`src/ecd_regs_pkg.sv`:
```
package ecd_regs_pkg;

    // ==============================
    // Register map
    // ==============================

    // The index of a register is its byte address bits 6 to 2
    localparam logic [4:0] reg_buffh     = 5'd0;
    localparam logic [4:0] reg_buffl     = 5'd1;
    localparam logic [4:0] reg_buff_size = 5'd2;
    localparam logic [4:0] reg_start     = 5'd3;
    localparam logic [4:0] reg_pause     = 5'd4;

    // Response codes returned on the register port
    localparam logic [1:0] resp_okay   = 2'd0;
    localparam logic [1:0] resp_decerr = 2'd3;

    // ==============================
    // Register port
    // ==============================

    // Write strobe with its byte address and data
    typedef struct packed {
        logic        write;
        logic [31:0] addr;
        logic [31:0] data;
    } reg_wr_req_t;

    // Read strobe with its byte address
    typedef struct packed {
        logic        read;
        logic [31:0] addr;
    } reg_rd_req_t;

    // Registered answer to a read strobe
    typedef struct packed {
        logic [31:0] data;
        logic [1:0]  resp;
    } reg_rd_rsp_t;

    // ==============================
    // Transfer configuration
    // ==============================

    // Software writes the buffer base as two halves
    typedef struct packed {
        logic [31:0] hi;
        logic [31:0] lo;
    } buf_addr_halves_t;

    // The requester reads the same word back as one flat address
    typedef union packed {
        buf_addr_halves_t half;
        logic [63:0]      flat;
    } buf_addr_u;

    // Everything the requester and monitor need to walk the buffer
    typedef struct packed {
        buf_addr_u   base;
        logic [31:0] blocks;
    } dma_cfg_t;

endpackage

```
`src/ecd_axi_pkg.sv`:
```
package ecd_axi_pkg;

    // ==============================
    // Bus geometry
    // ==============================

    // Width of one read beat on the AXI master port
    localparam int unsigned axi_data_width = 512;

    // Host addresses are full 64-bit PCIe addresses
    localparam int unsigned axi_addr_width = 64;

    // Bytes carried by one beat
    localparam int unsigned axi_data_bytes = axi_data_width / 8;

    // ARSIZE encodes log2 of the bytes per beat
    localparam int unsigned axi_size_code = $clog2(axi_data_bytes);

    // ARBURST code for an incrementing burst
    localparam int unsigned burst_incr = 1;

    // ==============================
    // Channel payloads
    // ==============================

    // One request on the read-address channel
    typedef struct packed {
        logic                      valid;
        logic [axi_addr_width-1:0] addr;
        logic [7:0]                len;
        logic [2:0]                size;
        logic [1:0]                burst;
    } ar_req_t;

    // One beat returned on the read-data channel
    typedef struct packed {
        logic                      valid;
        logic                      last;
        logic [axi_data_width-1:0] data;
    } r_beat_t;

    // One beat offered on a stream output
    typedef struct packed {
        logic                      valid;
        logic [axi_data_width-1:0] data;
    } axis_beat_t;

endpackage
```
`src/ecd_master_ctrl.sv`:
```
`timescale 1ns/10ps

module ecd_master_ctrl import ecd_axi_pkg::*; import ecd_regs_pkg::*; #(
    parameter int unsigned beats_per_burst = 32
) (
    input  logic        clk,
    input  logic        resetn,

    // Host register port
    input  reg_wr_req_t reg_wr,
    input  reg_rd_req_t reg_rd,
    output logic [1:0]  wr_resp,
    output reg_rd_rsp_t rd_rsp,

    // AXI read-address channel
    output ar_req_t     ar,
    input  logic        ar_ready,

    // AXI read-data channel
    input  r_beat_t     r,
    output logic        r_ready,

    // Stream outputs
    output axis_beat_t  tx0,
    input  logic        tx0_ready,
    output axis_beat_t  tx1,
    input  logic        tx1_ready,

    // Status pulses
    output logic        irq_eob,
    output logic        preload_complete
);

    // ==============================
    // Internal wiring
    // ==============================

    dma_cfg_t cfg;
    logic     start;
    logic     pause;
    logic     busy;
    logic     block_done;

    // Software-visible registers and the start strobe
    ecd_reg_file i_reg_file (
        .clk     (clk),
        .resetn  (resetn),
        .reg_wr  (reg_wr),
        .reg_rd  (reg_rd),
        .wr_resp (wr_resp),
        .rd_rsp  (rd_rsp),
        .cfg     (cfg),
        .start   (start),
        .pause   (pause)
    );

    // One read burst per buffer block
    ecd_burst_requester #(
        .beats_per_burst (beats_per_burst)
    ) i_requester (
        .clk      (clk),
        .resetn   (resetn),
        .cfg      (cfg),
        .start    (start),
        .pause    (pause),
        .ar_ready (ar_ready),
        .ar       (ar),
        .busy     (busy)
    );

    // Returned beats go out alternately on the two streams
    ecd_stream_router i_router (
        .clk        (clk),
        .resetn     (resetn),
        .r          (r),
        .busy       (busy),
        .tx0_ready  (tx0_ready),
        .tx1_ready  (tx1_ready),
        .r_ready    (r_ready),
        .tx0        (tx0),
        .tx1        (tx1),
        .block_done (block_done)
    );

    // Buffer pass interrupt and preload pulse
    ecd_buffer_monitor i_monitor (
        .clk              (clk),
        .resetn           (resetn),
        .cfg              (cfg),
        .start            (start),
        .block_done       (block_done),
        .tx0_ready        (tx0_ready),
        .irq_eob          (irq_eob),
        .preload_complete (preload_complete)
    );

endmodule

```
`src/ecd_buffer_monitor.sv`:
```
`timescale 1ns/10ps

module ecd_buffer_monitor import ecd_regs_pkg::*; (
    input  logic     clk,
    input  logic     resetn,
    input  dma_cfg_t cfg,
    input  logic     start,
    input  logic     block_done,
    input  logic     tx0_ready,
    output logic     irq_eob,
    output logic     preload_complete
);

    // Blocks still to arrive before the buffer pass is complete
    logic [31:0] blocks_to_read;

    // Set by start and cleared once the first stall on tx0 is reported
    logic        armed;

    // ==============================
    // End of buffer interrupt
    // ==============================

    always_ff @(posedge clk) begin
        if (!resetn) begin
            blocks_to_read <= 32'd0;
            irq_eob        <= 1'b0;
        end else begin
            // The interrupt is a one-cycle pulse
            irq_eob <= 1'b0;

            if (start) begin
                blocks_to_read <= cfg.blocks;
            end else if (block_done) begin
                if (blocks_to_read <= 32'd1) begin
                    // Whole buffer has been received so start counting the next pass
                    blocks_to_read <= cfg.blocks;
                    irq_eob        <= 1'b1;
                end else begin
                    blocks_to_read <= blocks_to_read - 32'd1;
                end
            end
        end
    end

    // ==============================
    // Preload detector
    // ==============================

    // tx0 going not-ready means its downstream FIFO has filled up
    always_ff @(posedge clk) begin
        if (!resetn) begin
            armed            <= 1'b0;
            preload_complete <= 1'b0;
        end else begin
            preload_complete <= 1'b0;

            if (!armed) begin
                if (start) begin
                    armed <= 1'b1;
                end
            end else if (!tx0_ready) begin
                preload_complete <= 1'b1;
                armed            <= 1'b0;
            end
        end
    end

endmodule

```
`src/ecd_stream_router.sv`:
```
`timescale 1ns/10ps

module ecd_stream_router import ecd_axi_pkg::*; (
    input  logic       clk,
    input  logic       resetn,
    input  r_beat_t    r,
    input  logic       busy,
    input  logic       tx0_ready,
    input  logic       tx1_ready,
    output logic       r_ready,
    output axis_beat_t tx0,
    output axis_beat_t tx1,
    output logic       block_done
);

    // Low steers the next beat to tx0
    logic                      sel;
    logic                      sel_ready;
    logic [axi_data_width-1:0] swapped;

    // The host delivers the buffer in little-endian byte order
    always_comb begin
        for (int i = 0; i < axi_data_bytes; i++) begin
            swapped[8*i +: 8] = r.data[8*(axi_data_bytes-1-i) +: 8];
        end
    end

    assign sel_ready = sel ? tx1_ready : tx0_ready;

    // Before the first start stray read data is simply swallowed
    assign r_ready = sel_ready | ~busy;

    // Both outputs share the data and only the selected one is valid
    always_comb begin
        tx0.data  = swapped;
        tx1.data  = swapped;
        tx0.valid = r.valid & busy & ~sel;
        tx1.valid = r.valid & busy & sel;
    end

    // Each accepted last beat closes one block
    assign block_done = busy & r.valid & r_ready & r.last;

    // ==============================
    // Channel alternation
    // ==============================

    always_ff @(posedge clk) begin
        if (!resetn) begin
            sel <= 1'b0;
        end else if (r.valid && sel_ready) begin
            sel <= ~sel;
        end
    end

endmodule

```
`src/ecd_burst_requester.sv`:
```
`timescale 1ns/10ps

module ecd_burst_requester import ecd_axi_pkg::*; import ecd_regs_pkg::*; #(
    parameter int unsigned beats_per_burst = 32
) (
    input  logic     clk,
    input  logic     resetn,
    input  dma_cfg_t cfg,
    input  logic     start,
    input  logic     pause,
    input  logic     ar_ready,
    output ar_req_t  ar,
    output logic     busy
);

    // Address step between consecutive blocks
    localparam logic [axi_addr_width-1:0] bytes_per_burst = axi_data_bytes * beats_per_burst;

    // State encoding
    localparam logic [1:0] st_idle  = 2'd0;
    localparam logic [1:0] st_load  = 2'd1;
    localparam logic [1:0] st_issue = 2'd2;

    logic [1:0]                state;
    logic                      ar_valid;
    logic [axi_addr_width-1:0] ar_addr;

    // Blocks of this pass still to request, the current one included
    logic [31:0]               blocks_left;

    // Once started the requester never returns to idle
    assign busy = (state != st_idle);

    // The burst shape is fixed so only valid and addr come from registers
    always_comb begin
        ar.valid = ar_valid;
        ar.addr  = ar_addr;
        ar.len   = 8'(beats_per_burst - 1);
        ar.size  = 3'(axi_size_code);
        ar.burst = 2'(burst_incr);
    end

    // ==============================
    // Request FSM
    // ==============================

    always_ff @(posedge clk) begin
        if (!resetn) begin
            state       <= st_idle;
            ar_valid    <= 1'b0;
            ar_addr     <= '0;
            blocks_left <= 32'd0;
        end else begin
            case (state)
                // Wait for software to kick off the transfer
                st_idle: begin
                    if (start) begin
                        state <= st_load;
                    end
                end

                // Begin a new pass at the base of the buffer
                st_load: begin
                    if (!pause) begin
                        ar_addr     <= cfg.base.flat;
                        blocks_left <= cfg.blocks;
                        ar_valid    <= 1'b1;
                        state       <= st_issue;
                    end
                end

                st_issue: begin
                    if (ar_valid) begin
                        if (ar_ready) begin
                            if (blocks_left <= 32'd1) begin
                                // Last block of the pass was accepted so wrap to the base
                                ar_valid <= 1'b0;
                                state    <= st_load;
                            end else begin
                                // Advance to the next block and hold it back while paused
                                ar_addr     <= ar_addr + bytes_per_burst;
                                blocks_left <= blocks_left - 32'd1;
                                ar_valid    <= !pause;
                            end
                        end
                    end else if (!pause) begin
                        // Pause is over so offer the already stepped address
                        ar_valid <= 1'b1;
                    end
                end

                default: state <= st_idle;
            endcase
        end
    end

endmodule

```
`src/ecd_reg_file.sv`:
```
`timescale 1ns/10ps

module ecd_reg_file import ecd_regs_pkg::*; (
    input  logic        clk,
    input  logic        resetn,
    input  reg_wr_req_t reg_wr,
    input  reg_rd_req_t reg_rd,
    output logic [1:0]  wr_resp,
    output reg_rd_rsp_t rd_rsp,
    output dma_cfg_t    cfg,
    output logic        start,
    output logic        pause
);

    // Register indices taken from the byte addresses
    logic [4:0]  wr_idx;
    logic [4:0]  rd_idx;

    // Remaining pause cycles
    logic [31:0] pause_count;

    assign wr_idx = reg_wr.addr[6:2];
    assign rd_idx = reg_rd.addr[6:2];

    // New requests are held off for as long as the countdown runs
    assign pause = (pause_count != 32'd0);

    // ==============================
    // Write side
    // ==============================

    always_ff @(posedge clk) begin
        if (!resetn) begin
            cfg         <= '0;
            pause_count <= 32'd0;
            start       <= 1'b0;
            wr_resp     <= resp_okay;
        end else begin
            // Start is a single-cycle strobe
            start <= 1'b0;

            // The pause register always runs down toward zero
            if (pause) begin
                pause_count <= pause_count - 32'd1;
            end

            // A host write overrides the countdown in the same cycle
            if (reg_wr.write) begin
                wr_resp <= resp_okay;
                case (wr_idx)
                    reg_buffh:     cfg.base.half.hi <= reg_wr.data;
                    reg_buffl:     cfg.base.half.lo <= reg_wr.data;
                    reg_buff_size: cfg.blocks       <= reg_wr.data;
                    reg_pause:     pause_count      <= reg_wr.data;
                    // The data of a start write carries no meaning
                    reg_start:     start            <= 1'b1;
                    default:       wr_resp          <= resp_decerr;
                endcase
            end
        end
    end

    // ==============================
    // Read side
    // ==============================

    always_ff @(posedge clk) begin
        if (!resetn) begin
            rd_rsp <= '0;
        end else if (reg_rd.read) begin
            rd_rsp.resp <= resp_okay;
            case (rd_idx)
                reg_buffh:     rd_rsp.data <= cfg.base.half.hi;
                reg_buffl:     rd_rsp.data <= cfg.base.half.lo;
                reg_buff_size: rd_rsp.data <= cfg.blocks;
                // Software sees the live countdown value
                reg_pause:     rd_rsp.data <= pause_count;
                // Start is write-only so it falls through with the unmapped indices
                default: begin
                    rd_rsp.data <= 32'd0;
                    rd_rsp.resp <= resp_decerr;
                end
            endcase
        end
    end

endmodule

```
`config.mk`:
```
export PLATFORM = sky130hd
export DESIGN_NAME = ecd_master_ctrl
export DESIGN_NICKNAME = d
export VERILOG_FILES = /design/src/ecd_regs_pkg.sv /design/src/ecd_axi_pkg.sv /design/src/ecd_master_ctrl.sv /design/src/ecd_buffer_monitor.sv /design/src/ecd_stream_router.sv /design/src/ecd_burst_requester.sv /design/src/ecd_reg_file.sv
export SDC_FILE = /design/constraint.sdc
export NUM_CORES = 1
export LEC_CHECK = 0
export ABC_AREA = 1
export BUFFER_PORTS_ARGS = -buffer_cell sky130_fd_sc_hd__buf_2
export CAP_MARGIN = 20
export CORE_AREA = 2 2 695 697
export CTS_CLUSTER_SIZE = 16
export DETAILED_ROUTE_END_ITERATION = 7
export DIE_AREA = 0 0 697 699
export PLACE_DENSITY = 0.31
export SYNTH_ARGS = -nofsm -noshare
export SYNTH_HDL_FRONTEND = slang
export SYNTH_SLANG_ARGS = --single-unit
```
`constraint.sdc`:
```
create_clock -name clk -period 4.4 [get_ports clk]
set_input_delay 1.32 -clock clk [delete_from_list [all_inputs] [get_ports clk]]
set_output_delay 1.32 -clock clk [all_outputs]
set_load 0.03 [all_outputs]
```
==> impl_metrics.yaml <==
cells_and_area:
  area_growth_pct: 9.12
  drive_above_1_share_pct: 11.1
  fin_nets: 3346
placement:
  buffer_ports.inserted: 156
  hpwlAfterDp_um: 256000
  gp_congestion: 0.789
setup_path:
  cp.arrival_ps: 2160
  worst-r2r-setup-slack_ps: 1480
  rr_worst_depth: 12
  timing_worst_setup_path_type: "primary input to primary output"
  critical_path.startpoint_type: "primary input"
  worst_ep_required_time_ps: 3080
  cp-end-kind: "primary output"
  worst_r2r_startpoint: "i_monitor.blocks_to_read[0]$_SDFFE_PN0P_"
  r2r_end: "i_monitor.blocks_to_read[10]$_SDFFE_PN0P_"
  worst-path-max-fanout: 4
timing:
  final.period_utilization_pct: 79.2
  rsz_0062_raised_after_global_routing: "no"
  timing.hold.ws_ps: 459
  slew-limit-headroom_pct: 36.8
  max_slew.worst_pin.slew_ps: 948
  setup_viol_count_final: 0
  fmaxAchievable_mhz: 287
  hold_viol: 0
  setup_total_negative_slack_ps: 0
  skew_ps: 58.9
  period_minus_slack_ps: 3480
  maxSlewViolCount: 0
route:
  post_drt_wl_per_cell_um: 31.4
  vias: 20500
  vias_per_cell: 2.23
  initialDrtViolationCount: 1475
  highest_layer: "met5"
  ant_nets: 0
  drt_drc_violations_left: 0
  m1WireLength_um: 72600
  route.met2.wl_um: 132000
  first_pass_iters: 5
  met3WireLength_um: 76300
  wl_um: 288000
floorplanning:
  num_rows: 255
  io_pins: 1760
  die_h_um: 699
  floorplan.initialDensity_pct: 5.07
  die_x_extent_um: 697
  core_area_mm2: 0.480
  die-area_mm2: 0.487
global_route:
  overflow: 0
  grt_util_all_layers_pct: 11.3
  number_of_global_route_vias_before_repair: 19200
  first_pass_grt_wire_length_um: 335000
  pin_count_of_the_biggest_net_entering_global_routing: 186
  antenna_violations_before_repair: 43
yosys:
  synth_top_family_by_area: "buffers and inverters"
  yosysWarnings: 0
  number_of_enable_type_register_cells_in_the_synthesized_netlist: 0
  synth_simple_gate_area_share_pct: 20.6
  yosys_register_bits: 298
  synth.cell_area_mm2: 0.0243
  top_cell_type_s_share_of_synthesized_area_pct: 32.5
  share_of_synthesized_cell_area_in_full_adder_half_adder_and_majority_cells_pct: 0.360
  netlist.top_cell.by_area: "buf_4"
  post_synth_xor_area_fraction_pct: 1.87
  yosysMostFrequentCell: "buf_4"
  avgSynthCellArea_um2: 6.67
  synth.top_cells.by_count: "1054 x buf_4, 572 x nand2_1, 373 x nor2_1"
  synth.area.top_cells: "buf_4 33%, dfxtp_1 25%, nand2_1 8.8%, o21ai_0 5.9%, nor2_1 5.8%"
  synthesis.instances: 3647
  post_synthesis_compound_gate_area_fraction_pct: 14.1
  synth-main-ff-cell: "dfxtp_1"
  synth.yosys.seq_area_share_pct: 24.5
  synth_async_sr_flop_share_pct: 0
  count_of_unique_library_cells_instantiated_by_yosys: 43
  synth.mux.area_fraction_pct: 0
clock_tree:
  cts_tree: "built"
  ctsHoldBuffers: 0
  clock_latency_ps: 620
  cts-buffers-inserted: 40
  root_buffer: "clkbuf_16"
  cts_resized: 0
  clock-sinks: 298
  ctsLongestPathBuffers: 3
  number_of_h_tree_levels: 2
  post-cts-setup-buffers: 0
  cts.reportedPaths.clkPinSlew_ps: 60
flow_run:
  maxCapViolations: 0
min_path:
  worstHoldPathCells: 2
  timing.hold.worst.start: "i_monitor.armed$_SDFF_PN0_"
  type_of_the_tightest_min_delay_check: "flip-flop to flip-flop"
  hold_end: "i_monitor.preload_complete$_SDFF_PN0_"
power:
  ir_drop_mv: 0.285
  power.leakage_nw: 7.84
  power-per-cell-area_mw_per_mm2: 414
status:
  outcome: "finished clean"
==> critical path: stages <==
cell	delay, ps
buf_2	120
nand2_1	80
nor2_1	200
buf_4	220
buf_2	220
==> per-stage QoR <==
| step | instances | setup slack [ps] | util, % | instance area [µm²] | power [W] |
|---|---|---|---|---|---|
| global route | 9177 | 840 | 5.53 | 26500 | 0.0117 |
| finish | 9181 | 916 | 5.53 | 26500 | 0.0110 |
| floorplan | 3658 | 1300 | - | 24400 | 0.00783 |
| CTS | 9177 | 874 | 5.53 | 26500 | 0.0112 |
| detailed placement | 9105 | 679 | 5.23 | 25100 | 0.00743 |
| global placement | 9105 | 668 | 5.23 | 25100 | 0.00747 |
==> cell type report <==
cell class	count	area [µm²]
fillers	57200	454000
multi-input cells	1932	9060
well taps	6425	8040
flip-flops and latches	298	5970
clock buffers	56	1160
repair buffers	189	1080
inverters	261	985
clock inverters	16	239
diodes	4	10.0
==> cell families (layout without fill, tap and decap cells) <==
group | count (synthesis) | after routing
AO/OA/AOI/OAI | 654 | 654
other | 2 | 17
AND/OR/NAND/NOR | 1206 | 1206
flip-flops | 298 | 298
adder cells (fa/ha/maj) | 7 | 7
buffers and inverters | 1428 | 522
XOR/XNOR | 52 | 52
==> worst max path at each step <==
stage | from | endpoint | slack (ps) | cells past startpoint
after floorplan | r[513] | tx0[512] | 1300 | 2
after global placement | reg_rd[5] | i_reg_file.rd_rsp[30]$_SDFFE_PN0P_ | 670 | 8
after detailed placement | reg_rd[5] | i_reg_file.rd_rsp[30]$_SDFFE_PN0P_ | 680 | 8
after CTS | r[513] | tx1[512] | 870 | 5
after global routing | r[513] | tx1[512] | 840 | 5
final | r[513] | tx1[512] | 920 | 5
==> registers in the layout, summed over array words and instances, names as in the netlist, 2 cells and up <==
register and flops:
i_monitor.blocks_to_read 32, i_reg_file.rd_rsp 33, i_reg_file.cfg 96, i_requester.ar_addr 64, i_reg_file.pause_count 32, i_requester.blocks_left 32
i_requester.state 2
==> power by group <==
part / internal [W] / switching (W) / total [W]
combinational: 0.00119 / 0.00307 / 0.00426
sequential: 0.00288 / 0.000209 / 0.00309
clock: 0.00215 / 0.00149 / 0.00364
==> per-layer routing <==
layer	vias to the layer above	GRT usage (%)
li1	8802	-
met1	9113	8.12
met2	2230	18.6
met3	257	14.1
met4	60	1.54
met5	-	3.07
==> placed cells by master, fill, tap and decap left out, types with 12 or more instances in the layout <==
cell | Yosys | layout
inv_1 | 252 | 251
o22ai_1 | 62 | 62
nor2_2 | 13 | 13
buf_2 | 10 | 155
xnor2_1 | 13 | 13
or2_2 | 14 | 14
buf_4 | 1054 | 29
nand4_1 | 50 | 50
a21oi_1 | 265 | 265
nor2_1 | 373 | 372
nor3_1 | 17 | 17
o21ai_0 | 285 | 285
conb_1 | 2 | 13
nand3_1 | 147 | 145
clkbuf_16 | 0 | 41
nand2_1 | 572 | 570
a31oi_1 | 12 | 12
xor2_1 | 39 | 39
dfxtp_1 | 298 | 298
No activity file was read; power rests on OpenSTA's default activity.
